[config.mk]
export PLATFORM = sky130hd
export DESIGN_NAME = sync_fifo
export DESIGN_NICKNAME = d
export VERILOG_FILES = /design/src/design/rdma_cfg_pkg.sv /design/src/design/sync_fifo.sv
export SDC_FILE = /design/constraint.sdc
export NUM_CORES = 1
export LEC_CHECK = 0
export ABC_AREA = 0
export CAP_MARGIN = 10
export CORE_ASPECT_RATIO = 1.2
export CORE_UTILIZATION = 40
export DETAILED_ROUTE_END_ITERATION = 8
export DONT_BUFFER_PORTS = 1
export PLACE_DENSITY = 0.53
export SKIP_LAST_GASP = 1
export SLEW_MARGIN = 20
export SYNTH_ARGS = -nofsm -noshare
export SYNTH_HDL_FRONTEND = slang
export SYNTH_SLANG_ARGS = --single-unit
[constraint.sdc]
create_clock -name aclk -period 6.5 [get_ports aclk]
set_input_delay 1.95 -clock aclk [delete_from_list [all_inputs] [get_ports aclk]]
set_output_delay 1.95 -clock aclk [all_outputs]
set_load 0.005 [all_outputs]
[src/design/rdma_cfg_pkg.sv]
`default_nettype none

package rdma_cfg_pkg;

    // queue pair addressing
    localparam int VFID_BITS = 2; // virtual function id width
    localparam int PID_BITS = 3; // process id width
    localparam int N_QP = 32; // one queue pair per vfid and pid pair

    // outstanding message window
    localparam int WIN_DEPTH = 32; // unacknowledged messages allowed per queue pair
    localparam int WIN_BITS = 5; // slot index width, head and tail wrap on it

    // sequence numbers
    localparam int MSN_BITS = 24; // send and message sequence number width

    // stream buffers
    localparam int FIFO_DEPTH = 4; // entries in each buffer

endpackage

`default_nettype wire

[src/design/sync_fifo.sv]
`timescale 1ns/1ps
`default_nettype none

module sync_fifo #(
    parameter type item_t = logic
) (
    input  wire logic  aclk,
    input  wire logic  aresetn,

    input  wire logic  in_valid,
    output logic       in_ready,
    input  wire item_t in_data,

    output logic       out_valid,
    input  wire logic  out_ready,
    output item_t      out_data
);

    item_t mem [rdma_cfg_pkg::FIFO_DEPTH];

    logic [$clog2(rdma_cfg_pkg::FIFO_DEPTH)-1:0]   wr_ptr;
    logic [$clog2(rdma_cfg_pkg::FIFO_DEPTH)-1:0]   rd_ptr;
    logic [$clog2(rdma_cfg_pkg::FIFO_DEPTH+1)-1:0] count;

    logic push;
    logic pop;

    assign in_ready  = (count != rdma_cfg_pkg::FIFO_DEPTH); // low only when full
    assign out_valid = (count != '0);
    assign out_data  = mem[rd_ptr]; // head entry straight from storage

    assign push = in_valid & in_ready;
    assign pop  = out_valid & out_ready;

    always_ff @(posedge aclk) begin
        if (push) begin
            mem[wr_ptr] <= in_data;
        end
    end

    always_ff @(posedge aclk) begin
        if (!aresetn) begin
            wr_ptr <= '0;
            rd_ptr <= '0;
            count  <= '0;
        end else begin
            if (push) begin
                wr_ptr <= (wr_ptr == rdma_cfg_pkg::FIFO_DEPTH - 1) ? '0 : wr_ptr + 1'b1;
            end
            if (pop) begin
                rd_ptr <= (rd_ptr == rdma_cfg_pkg::FIFO_DEPTH - 1) ? '0 : rd_ptr + 1'b1;
            end
            if (push && !pop) begin
                count <= count + 1'b1;
            end else if (pop && !push) begin
                count <= count - 1'b1; // simultaneous push and pop keeps the count
            end
        end
    end

endmodule

`default_nettype wire

# [After elaboration in Yosys (flattened, before gate mapping)]
# Memory sizes are Yosys's and may differ from the RTL's. A register that Yosys moved wholly into a read port is not among the register bits.
# Cells that the tools add are included.
# W data, S select, Z words.
[word_totals] ff_bits=7 latchBits=0 mem_bits_rw=4 romBits=0 in_bits=5 mem_count=1
[mem_list] name="mem" depth=4 width=1 read_ports=1 rd_ports_with_merged_regs=1 write_ports=1 line_no="sync_fifo.sv:19" source="item_t mem [rdma_cfg_pkg::FIFO_DEPTH];"
[op_classes] n_addsub=4 mul=0 div_mod_pow=0 magnitude_cmp=0 n_eq_ne=3 n_shift=0 n_mux=8 n_bitwise=2 reduce_logical=6
[ops] op="$mux W2" n=4
[ops] op="$mux W3" n=2
[ops] op="$add A2 B1 Y2 const B" n=2
[ops] op="$eq A2 B2 Y1 const B" n=2
[ops] op="$add A3 B1 Y3 const B" n=1
[ops] op="$ne A3 B3 Y1 const B" n=1
[ops] op="$reduce_bool A3 Y1" n=1
[ops] op="$sub A3 B1 Y3 const B" n=1
[ops] op="$and A1 B1 Y1" n=2
[ops] op="$logic_and A1 B1 Y1" n=2
[ops] op="$logic_not A1 Y1" n=2
[ops] op="$mux W1" n=2
[ops] op="$reduce_bool A2 Y1" n=1

# [Logic depth before layout (Yosys ltp)]
# Gate-level depths: netlist of run 1.
[logic_depth] ltp_word=6 depth_mapped=9

# [Worst setup path after synthesis of run 1]
# OpenSTA, ideal clock, no wires.
[synth_path] path_type="input port to flip-flop" from="input out_ready" to="register count[2] (netlist name)" setup_ns=0.076 arrival_time_ns=3.414 required_time_ns=6.424 slack_ns=3.010 cell_stages=7 cell_sequence="o31ai_1 -> ha_1 -> inv_1 -> fa_1 -> xor2_1 -> or3_2 -> a21boi_0"
[synth_between] elab_chain_len=4 word_cells_on_any_way=6 cone_classes="mux: 1; bitwise: 1; reduce/logical: 4"
[synth_rtl] item="from (decl)" line_no="sync_fifo.sv:15" source="input wire logic out_ready,"
[synth_rtl] item="$and A1 B1 Y1 *" line_no="sync_fifo.sv:33" source="assign pop = out_valid & out_ready;"
[synth_rtl] item="$logic_not A1 Y1" line_no="sync_fifo.sv:53" source="if (push && !pop) begin"
[synth_rtl] item="$logic_and A1 B1 Y1" line_no="sync_fifo.sv:53"
[synth_rtl] item="$mux W3 or $reduce_bool A2 Y1 (tied branches)"
[synth_rtl] item="to (signal assigned)" line_no="sync_fifo.sv:54" source="count <= count + 1'b1;"
[synth_rtl] item="to (signal assigned)" line_no="sync_fifo.sv:56" source="count <= count - 1'b1;"
[synth_rtl] item="to (decl)" line_no="sync_fifo.sv:23" source="logic [$clog2(rdma_cfg_pkg::FIFO_DEPTH+1)-1:0] count;"
# Every way passes the cells marked *; elsewhere a longest branch is shown, timed or not.
# A chain may end at the register's enable or synchronous reset.

# [Worst setup path in the final report of run 1]
# Same ends and word-level chain as after synthesis.

==> flow_summary.toml, run 1 <==
[worst_setup_path]
timing.critical_path.arrival_ns = 3.52
critPathTopFamily = "adder cells"
startpoint = "out_ready"
critical_path_sink = "count[2]$_SDFFE_PN0P_"
crit-reg2reg-launch = "count[1]$_SDFFE_PN0P_"
cp_slowest_cell = "sky130_fd_sc_hd__or3_2"
path_max_fanout = 5
crit_type = "in -> reg"
path_cells = "o31ai_1 -> ha_1 -> inv_1 -> fa_1 -> xor2_1 -> or3_2 -> a21boi_0"
cp_num_buf_inv = 1
worstSetupEndpointType = "flip-flop"
rr_worst_depth = 7
timing.critical_path.slowest_cell_delay_ns = 0.40
worst-path-stages = 7
crit_path_start_kind = "input pin"
timing.critical_path.required_ns = 6.68
critical_path.reg2reg.endpoint = "count[2]$_SDFFE_PN0P_"
reg2reg_slack_ns = 4.15

[clock_tree]
tritoncts = "yes"
cts_htree_levels = 1
post_cts_resize_count = 0
clkSinkCount = 13
clock_tree.root_cell = "sky130_fd_sc_hd__clkbuf_4"
hold_buffers = 0
cts_max_path_buffers = 2
buffers_inserted_by_post_cts_timing_repair = 0
insertion_delay_ns = 0.26
clk_pin_slew_ns = 0.07
tritoncts.num_buffers = 3

[synthesis]
synth_sequential_area_ratio_pct = 47.8
number_of_flops_mapped_to_enable_cells_by_yosys = 4
synthFlopType = "sky130_fd_sc_hd__dfxtp_1"
syn_avg_cell_area_sq_um = 11.2
syn_inst = 56
synth.cell_area_sq_um = 628
synth_warnings = 0
number_of_nets_produced_by_synthesis = 68
post_synthesis_sequential_element_count = 13
netlist-cell-type-count = 24
synth_async_sr_flop_share_pct = 0

[floorplanning]
die_area_sq_mm = 0.00173
floorplan.initialDensity_pct = 43.5
design.portCount = 8
die_h_um = 45.4
core_area_sq_mm = 0.00145
placement_rows = 15
die_x_um = 38.2

[placement]
io_buffer_count = 0
hpwl_um = 739
routabilityCongestion = 0.643

[sta]
grt_setup_unrepaired = "no"
final_min_period_over_clock_period_pct = 51.3
headroom_to_the_max_slew_limit_pct = 66.3
setup-violations-final = 0
finalSetupTns_ns = 0
skew_ns = 0.00148
hold_violations = 0
fmax_ghz = 0.300
final_critical_path_required_period_ns = 3.33
final-max-slew-violation-count = 0
max_slew.worst_pin.slew_ns = 0.501

[finish]
finalCoreUtilization_pct = 46.1
layout.filler_cells = 132
seq_area_sq_um = 300
multi_input_comb_area_sq_um = 308
drive_gt1_share_pct = 19.0
area_delta_synth_final_pct = 6.18
n_antenna_cell = 0
final_nets = 71

[power]
leakagePower_nw = 0.275
power.ir.vdd_worst_mv = 0.193
cellPowerDensity_mw_per_mm2 = 402
final_total_pwr_w = 0.000268

[route]
drc_errors = 0
drt-wirelength-per-cell_um = 12.2
antenna_violating_nets_post_route = 0
drt-vias-per-instance = 5.01
detail_route.first_pass.iterations = 3
dr.first_iter.drc_count = 6
route.final.wire_length_um = 915
route.vias.total = 376

[global_route]
globalRouteMet3Util_pct = 2.94
grt-ovfl-total = 0
grt_antenna_before_repair = 0
first_global_vias = 369
pin_count_of_the_biggest_net_entering_global_routing = 12
total_track_usage_pct = 12.9
grt.met1_usage_pct = 12.7
grt_first_pass_wirelength_um = 1480
grt_busiest_layer = "met2"
grt_util_met2_pct = 23.4

[hold_path]
hold_path.class = "reg -> reg"

[run_status]
outcome = "finished clean"

[job]
maxCapViolations = 0
-- logic make-up (layout without fill, tap and decap cells) --
kind of cell               count (synthesis)  in the layout  synth area share, %
adders and majority gates                  7              7                 15.1
xor gates and xnor gates                   2              2                 2.79
AOI/OAI and AO/OA                          6              6                 5.58
muxes                                      3              3                 6.77
buffers and inverters                      5              7                 3.19
DFF                                       13             13                 47.8
and+or+nand+nor                           20             20                 18.7
-- power by group --
group | leakage (nW) | switching [W] | internal, W
clock network | 0.0150 | 0.0000218 | 0.0000236
registers | 0.111 | 0.0000200 | 0.000105
logic | 0.150 | 0.0000464 | 0.0000509
total | 0.275 | 0.0000882 | 0.000180
-- cell type report --
| type | count | area share, % |
|---|---|---|
| clock buffer | 4 | 3.94 |
| inverter | 3 | 1.69 |
| multi-input combinational | 38 | 46.2 |
| sequential | 13 | 45.0 |
| tap | 17 | 3.19 |
-- cell usage in the layout, fill, tap and decap left out, types with 2 or more instances in the layout --
| master | n |
|---|---|
| sky130_fd_sc_hd__and3_2 | 4 |
| sky130_fd_sc_hd__nand2_1 | 5 |
| sky130_fd_sc_hd__nand3_1 | 2 |
| sky130_fd_sc_hd__clkbuf_4 | 3 |
| sky130_fd_sc_hd__ha_1 | 6 |
| sky130_fd_sc_hd__dfxtp_1 | 9 |
| sky130_fd_sc_hd__mux2i_1 | 2 |
| sky130_fd_sc_hd__edfxtp_1 | 4 |
| sky130_fd_sc_hd__nor2_1 | 2 |
| sky130_fd_sc_hd__inv_1 | 3 |
| sky130_fd_sc_hd__or3_2 | 2 |
| sky130_fd_sc_hd__o21ai_0 | 4 |
-- Yosys cell counts, drive strengths merged (2+ instances only) --
library cell,number,area share (%)
and3,4,4.8
o21ai,4,3.2
and2,2,2.4
nand3,2,1.6
dfxtp,9,29
mux2i,2,3.2
nor2,2,1.2
inv,3,1.8
or3,2,2.4
edfxtp,4,19
nand2,5,3.0
ha,6,12
clkbuf,2,1.4
-- per-layer routing --
metal / vias to the layer above / share of wire [%]
met3: 2 / 2.3
li1: 199 / -
met1: 172 / 40
met4: 0 / 2.0
met2: 3 / 55
met5: - / 0
-- worst min-delay path: cells and delay by family (launching register included) --
kind / cells / cell delay [ns]
muxes: 1 / 0.05
and+or+nand+nor: 1 / 0.06
DFF: 1 / 0.34
-- worst min-delay path by stage --
stage	startpoint	end	slack [ns]	depth (start not counted)
floorplan	wr_ptr[1]$_SDFFE_PN0P_	wr_ptr[1]$_SDFFE_PN0P_	0.47	2
global placement	wr_ptr[1]$_SDFFE_PN0P_	wr_ptr[1]$_SDFFE_PN0P_	0.48	2
detailed placement	wr_ptr[1]$_SDFFE_PN0P_	wr_ptr[1]$_SDFFE_PN0P_	0.50	2
CTS	wr_ptr[1]$_SDFFE_PN0P_	wr_ptr[1]$_SDFFE_PN0P_	0.51	2
global route	wr_ptr[1]$_SDFFE_PN0P_	wr_ptr[1]$_SDFFE_PN0P_	0.54	2
finish	wr_ptr[1]$_SDFFE_PN0P_	wr_ptr[1]$_SDFFE_PN0P_	0.51	2
-- per-stage QoR --
step           std cells  worst slack, ns  hold slack (ns)  area (sq um)
4_1_cts               75             3.16            0.509           667
6_report              75             3.17            0.507           667
5_1_grt               75             3.05            0.541           667
3_3_place_gp          71             2.96            0.478           641
3_5_place_dp          71             2.90            0.499           641
2_1_floorplan         56             3.01            0.468           628
(Power assumes the default switching activity.)
==> run 2: changes to the inputs <==
--- a/config.mk
+++ b/config.mk
@@ -11,7 +11,7 @@
 export CORE_UTILIZATION = 40
 export DETAILED_ROUTE_END_ITERATION = 8
 export DONT_BUFFER_PORTS = 1
-export PLACE_DENSITY = 0.53
+export PLACE_DENSITY = 0.55
 export SKIP_LAST_GASP = 1
 export SLEW_MARGIN = 20
 export SYNTH_ARGS = -nofsm -noshare
==> constraint.sdc (replaced) <==
create_clock -name aclk -period 3.05 [get_ports aclk]
set_input_delay 0.915 -clock aclk [delete_from_list [all_inputs] [get_ports aclk]]
set_output_delay 0.915 -clock aclk [all_outputs]
set_load 0.005 [all_outputs]
==> flow_summary.toml, run 2 (synthesis results as in run 1) <==
[sta]
hold_violations = 0
fmax_ghz = 0.427
finalSetupTns_ns = 0
grt_setup_unrepaired = "no"
skew_ns = 0.00471
final-max-slew-violation-count = 0
setup-violations-final = 0
final_critical_path_required_period_ns = 2.34
headroom_to_the_max_slew_limit_pct = 65.1
final_min_period_over_clock_period_pct = 76.8
max_slew.worst_pin.slew_ns = 0.519

[placement]
post_dp_cell_area_sq_um = 641
io_buffer_count = 0
routabilityCongestion = 0.674
hpwl_um = 696

[global_route]
pin_count_of_the_biggest_net_entering_global_routing = 12
grt_first_pass_wirelength_um = 1400
grt-ovfl-total = 0
grt_antenna_before_repair = 0
total_track_usage_pct = 12.6
first_global_vias = 319

[power]
leakagePower_nw = 0.275
clock_power_share_pct = 17.7
cellPowerDensity_mw_per_mm2 = 850
p_comb_share_pct = 35.3
power.ir.vdd_worst_mv = 0.428
p_sw_share_pct = 32.7
share_seq_of_total_power_pct = 47.0
netSwitchingPower_w = 0.000185
power_report.internal_total_w = 0.000382

[finish]
area_delta_synth_final_pct = 6.18
seq_area_sq_um = 300
fin_area_sq_um = 667
layout.filler_cells = 137
multi_input_comb_area_sq_um = 308
final_nets = 71
most-common-layout-cells = "sky130_fd_sc_hd__dfxtp_1, sky130_fd_sc_hd__ha_1, sky130_fd_sc_hd__nand2_1"
drive_gt1_share_pct = 19.0
n_antenna_cell = 0
most_frequent_standard_cell_in_the_layout_excluding_fill_and_tap_cells = "sky130_fd_sc_hd__dfxtp_1"

[clock_tree]
clk_pin_slew_ns = 0.07
clock_tree.root_cell = "sky130_fd_sc_hd__clkbuf_4"
cts_max_path_buffers = 2
hold_buffers = 0
insertion_delay_ns = 0.27
clkSinkCount = 13
tritoncts = "yes"
post_cts_resize_count = 0
tritoncts.num_buffers = 3
buffers_inserted_by_post_cts_timing_repair = 0
cts_htree_levels = 1

[job]
maxCapViolations = 0

[route]
dr.first_iter.drc_count = 1
route.vias.total = 373
drc_errors = 0
route.final.wire_length_um = 849
drt-vias-per-instance = 4.97
drt-wirelength-per-cell_um = 11.3
detail_route.first_pass.iterations = 2
antenna_violating_nets_post_route = 0

[worst_setup_path]
timing.critical_path.slowest_cell_delay_ns = 0.49
cp_num_buf_inv = 1
cp_slowest_cell = "sky130_fd_sc_hd__o31ai_1"
crit_path_start_kind = "flip-flop"
crit_type = "reg -> reg"
timing.critical_path.required_ns = 3.25
path_cells = "o31ai_1 -> ha_1 -> inv_1 -> fa_1 -> xor2_1 -> or3_2 -> a21boi_0"
worstSetupEndpointType = "flip-flop"
timing.critical_path.arrival_ns = 2.54
path_max_fanout = 5
critPathTopFamily = "compound AO/OA/AOI/OAI gates"

[floorplanning]
die_area_sq_mm = 0.00173
die_x_um = 38.2
floorplan.initialDensity_pct = 43.5
core_area_sq_mm = 0.00145
placement_rows = 15
die_h_um = 45.4
design.portCount = 8

[run_status]
outcome = "finished clean"

[hold_path]
hold_path.class = "reg -> reg"
-- run 2: cell counts in the layout (fill, tap and decap cells not counted) --
Identical to the previous run, type by type.
-- run 2: per-layer routing --
layer	share of wire [%]	GRT usage, %
met1	41	11.9
met4	1.2	4.29
met5	0	0
met2	53	21.7
met3	4.6	7.84
-- run 2: worst reg2reg max path, cell delays in order, from the launching register on --
cell and delay [ns]:
sky130_fd_sc_hd__dfxtp_1 0.36, sky130_fd_sc_hd__o31ai_1 0.49, sky130_fd_sc_hd__ha_1 0.28, sky130_fd_sc_hd__inv_1 0.06, sky130_fd_sc_hd__fa_1 0.37, sky130_fd_sc_hd__xor2_1 0.15
sky130_fd_sc_hd__or3_2 0.40, sky130_fd_sc_hd__a21boi_0 0.16
-- run 2: worst paths after layout --
kind                                             start  cells past startpoint  slack, ns                endpoint
worst min register to register  wr_ptr[1]$_SDFFE_PN0P_                      2       0.51  wr_ptr[1]$_SDFFE_PN0P_
worst max register to register   count[1]$_SDFFE_PN0P_                      7       0.71   count[2]$_SDFFE_PN0P_
worst max-delay path             count[1]$_SDFFE_PN0P_                      7       0.71   count[2]$_SDFFE_PN0P_
worst min-delay path            wr_ptr[1]$_SDFFE_PN0P_                      2       0.51  wr_ptr[1]$_SDFFE_PN0P_
-- run 2: metrics by stage --
| stage | std cells | utilization, % | hold slack [ns] | setup slack (ns) | power, W |
|---|---|---|---|---|---|
| 2_1_floorplan | 56 | - | 0.468 | 0.595 | 0.000437 |
| 6_report | 75 | 46.1 | 0.505 | 0.708 | 0.000567 |
| 4_1_cts | 75 | 46.1 | 0.509 | 0.683 | 0.000577 |
| 5_1_grt | 75 | 46.1 | 0.533 | 0.484 | 0.000615 |
| 3_3_place_gp | 71 | 44.3 | 0.491 | 0.526 | 0.000468 |
| 3_5_place_dp | 71 | 44.3 | 0.499 | 0.491 | 0.000473 |
-- run 2: cell type report --
| cell class | instances | share of cell area (%) |
|---|---|---|
| inverters | 3 | 1.69 |
| flip-flops and latches | 13 | 45.0 |
| clock buffers | 4 | 3.94 |
| multi-input cells | 38 | 46.2 |
| well taps | 17 | 3.19 |
-- run 2: power by group through the flow --
stage          logic [W]  registers, W  clock network, W
3_5_place_dp    0.000202      0.000271                 0
3_3_place_gp    0.000198      0.000269                 0
2_1_floorplan   0.000178      0.000259                 0
5_1_grt         0.000229      0.000272          0.000114
4_1_cts         0.000205      0.000267          0.000105
6_report        0.000200      0.000267          0.000100
==> run 3: changes to the inputs <==
--- a/config.mk
+++ b/config.mk
@@ -5,13 +5,13 @@
 export SDC_FILE = /design/constraint.sdc
 export NUM_CORES = 1
 export LEC_CHECK = 0
-export ABC_AREA = 0
+export ABC_AREA = 1
 export CAP_MARGIN = 10
 export CORE_ASPECT_RATIO = 1.2
 export CORE_UTILIZATION = 40
 export DETAILED_ROUTE_END_ITERATION = 8
 export DONT_BUFFER_PORTS = 1
-export PLACE_DENSITY = 0.55
+export PLACE_DENSITY = 0.53
 export SKIP_LAST_GASP = 1
 export SLEW_MARGIN = 20
 export SYNTH_ARGS = -nofsm -noshare
==> constraint.sdc (replaced) <==
create_clock -name aclk -period 2.35 [get_ports aclk]
set_input_delay 0.705 -clock aclk [delete_from_list [all_inputs] [get_ports aclk]]
set_output_delay 0.705 -clock aclk [all_outputs]
set_load 0.005 [all_outputs]
==> flow_summary.toml, run 3 <==
[route]
drc_errors = 0
drt-vias-per-instance = 4.38
detail_route.first_pass.iterations = 3
route.final.wire_length_um = 951
dr.first_iter.drc_count = 6
route.vias.total = 447
antenna_violating_nets_post_route = 0
drt-wirelength-per-cell_um = 9.32

[finish]
n_antenna_cell = 0
drive_gt1_share_pct = 9.41
most-common-layout-cells = "sky130_fd_sc_hd__nor2_1, sky130_fd_sc_hd__inv_1, sky130_fd_sc_hd__nand2_1"
most_frequent_standard_cell_in_the_layout_excluding_fill_and_tap_cells = "sky130_fd_sc_hd__nor2_1"
final-instance-count-excl-fill = 102
final_nets = 98
area_delta_synth_final_pct = 7.17

[clock_tree]
buffers_inserted_by_post_cts_timing_repair = 0
cts_htree_levels = 1
post_cts_resize_count = 0
tritoncts.num_buffers = 3
cts_max_path_buffers = 2
clkSinkCount = 13
tritoncts = "yes"
clk_pin_slew_ns = 0.08
insertion_delay_ns = 0.27
clock_tree.root_cell = "sky130_fd_sc_hd__clkbuf_4"
hold_buffers = 0

[worst_setup_path]
timing.critical_path.arrival_ns = 1.96
path_max_fanout = 7
critical_path.reg2reg.endpoint = "count[1]$_SDFFE_PN0P_"
reg2reg_slack_ns = 0.56
timing.critical_path.required_ns = 2.52
crit-reg2reg-launch = "count[1]$_SDFFE_PN0P_"
crit_path_start_kind = "flip-flop"
crit_type = "reg -> reg"
startpoint = "count[1]$_SDFFE_PN0P_"
worstSetupEndpointType = "flip-flop"
critical_path_sink = "count[1]$_SDFFE_PN0P_"
rr_worst_depth = 9

[synthesis]
synth_sequential_area_ratio_pct = 45.3
synth_async_sr_flop_share_pct = 0
number_of_flops_mapped_to_enable_cells_by_yosys = 4
netlist-cell-type-count = 15
yosysMostFrequentCell = "sky130_fd_sc_hd__nor2_1"
synth.cell_area_sq_um = 663
synth_warnings = 0
netlist.area_leader.share_pct = 27.2
synth_area_leaders = "sky130_fd_sc_hd__dfxtp_1, sky130_fd_sc_hd__edfxtp_1, sky130_fd_sc_hd__ha_1, sky130_fd_sc_hd__nor2_1, sky130_fd_sc_hd__inv_1"
syn_inst = 81
synthFlopType = "sky130_fd_sc_hd__dfxtp_1"
syn_avg_cell_area_sq_um = 8.19
synth_top_cells_by_count = "sky130_fd_sc_hd__nor2_1, sky130_fd_sc_hd__inv_1, sky130_fd_sc_hd__nand2_1, sky130_fd_sc_hd__dfxtp_1, sky130_fd_sc_hd__ha_1"
post_synthesis_sequential_element_count = 13
yosysTopAreaCell = "sky130_fd_sc_hd__dfxtp_1"
number_of_nets_produced_by_synthesis = 93

[placement]
routabilityCongestion = 0.765
place.detailed.instances = 98
hpwl_um = 715
place_ws_ns = 0.487
io_buffer_count = 0

[sta]
final-max-slew-violation-count = 0
max_slew.worst_pin.slew_ns = 0.216
skew_ns = 0.00535
hold_violations = 0
finalSetupTns_ns = 0
final_min_period_over_clock_period_pct = 76.2
layout_setup_ws_ns = 0.559
headroom_to_the_max_slew_limit_pct = 85.5
grt_setup_unrepaired = "no"
final_critical_path_required_period_ns = 1.79
setup-violations-final = 0
timing.hold.ws_ns = 0.523
fmax_ghz = 0.558

[floorplanning]
die_area_sq_mm = 0.00183
floorplan.initialDensity_pct = 44.7
die_x_um = 39.2
placement_rows = 15
core_area_sq_mm = 0.00148
design.portCount = 8
die_h_um = 46.6

[global_route]
grt-ovfl-total = 0
grt_antenna_before_repair = 0
pin_count_of_the_biggest_net_entering_global_routing = 8
total_track_usage_pct = 13.1
grt_first_pass_wirelength_um = 1560
first_global_vias = 401

[power]
power.ir.vdd_worst_mv = 0.536
cellPowerDensity_mw_per_mm2 = 1130
leakagePower_nw = 0.336

[run_status]
outcome = "finished clean"

[hold_path]
hold_path.class = "in -> reg"
timing.hold.worst_path_depth = 0

[job]
maxCapViolations = 0
## run 3: changes by cell type after synthesis, sizes merged, moves of 2 or more
cell	delta
and2	-2
mux2i	-2
a21oi	+2
inv	+13
nand2	+10
nor2	+18
and3	-4
clkbuf	-2
or3	-2
## run 3: layer usage
layer  global-route usage [%]  wire length, um
met4                     10.3               12
met5                        0                0
met3                     3.38               39
met1                     15.7              449
met2                     19.7              450
## run 3: per-stage QoR
step / utilization (%) / total power (W) / instance area (sq um)
final: 47.9 / 0.000806 / 711
after global routing: 47.9 / 0.000895 / 711
after CTS: 47.9 / 0.000818 / 711
after detailed placement: 46.2 / 0.000678 / 684
after global placement: 46.2 / 0.000673 / 684
after floorplan: - / 0.000617 / 663
## run 3: cell type report
class | instances | area (sq um)
inverter | 16 | 60.1
tap | 17 | 21.3
sequential | 13 | 300
fill | 156 | 772
clock buffer | 4 | 26.3
multi-input combinational | 52 | 303
## run 3: worst max-delay path, cell delays in order, from the launching register on
cell	delay, ns
sky130_fd_sc_hd__dfxtp_1	0.37
sky130_fd_sc_hd__nor2_4	0.14
sky130_fd_sc_hd__nand2_2	0.11
sky130_fd_sc_hd__nand2_4	0.11
sky130_fd_sc_hd__inv_1	0.05
sky130_fd_sc_hd__ha_1	0.20
sky130_fd_sc_hd__inv_1	0.08
sky130_fd_sc_hd__fa_1	0.41
sky130_fd_sc_hd__o21ai_0	0.16
sky130_fd_sc_hd__nor2_1	0.05
## run 3: cells by family after synthesis
family,share of synthesized area [%]
buffers and inverters,9.06
flip-flops,45.3
AND/OR/NAND/NOR,26.0
AO/OA/AOI/OAI,5.28
adder cells (fa/ha/maj),14.3
## run 3: worst min path at each step
stage | start | endpoint | slack (ns)
after CTS | in_data | mem[0]$_DFFE_PP_ | 0.51
after detailed placement | wr_ptr[1]$_SDFFE_PN0P_ | wr_ptr[1]$_SDFFE_PN0P_ | 0.54
after floorplan | rd_ptr[1]$_SDFFE_PN0P_ | flip-flop | 0.50
after global routing | in_data | mem[3]$_DFFE_PP_ | 0.50
final | in_data | mem[0]$_DFFE_PP_ | 0.52
after global placement | wr_ptr[1]$_SDFFE_PN0P_ | wr_ptr[1]$_SDFFE_PN0P_ | 0.53
## run 3: report_power, final
part           internal (W)  switching [W]
clock network     0.0000657      0.0000716
registers          0.000296      0.0000556
logic              0.000125       0.000193
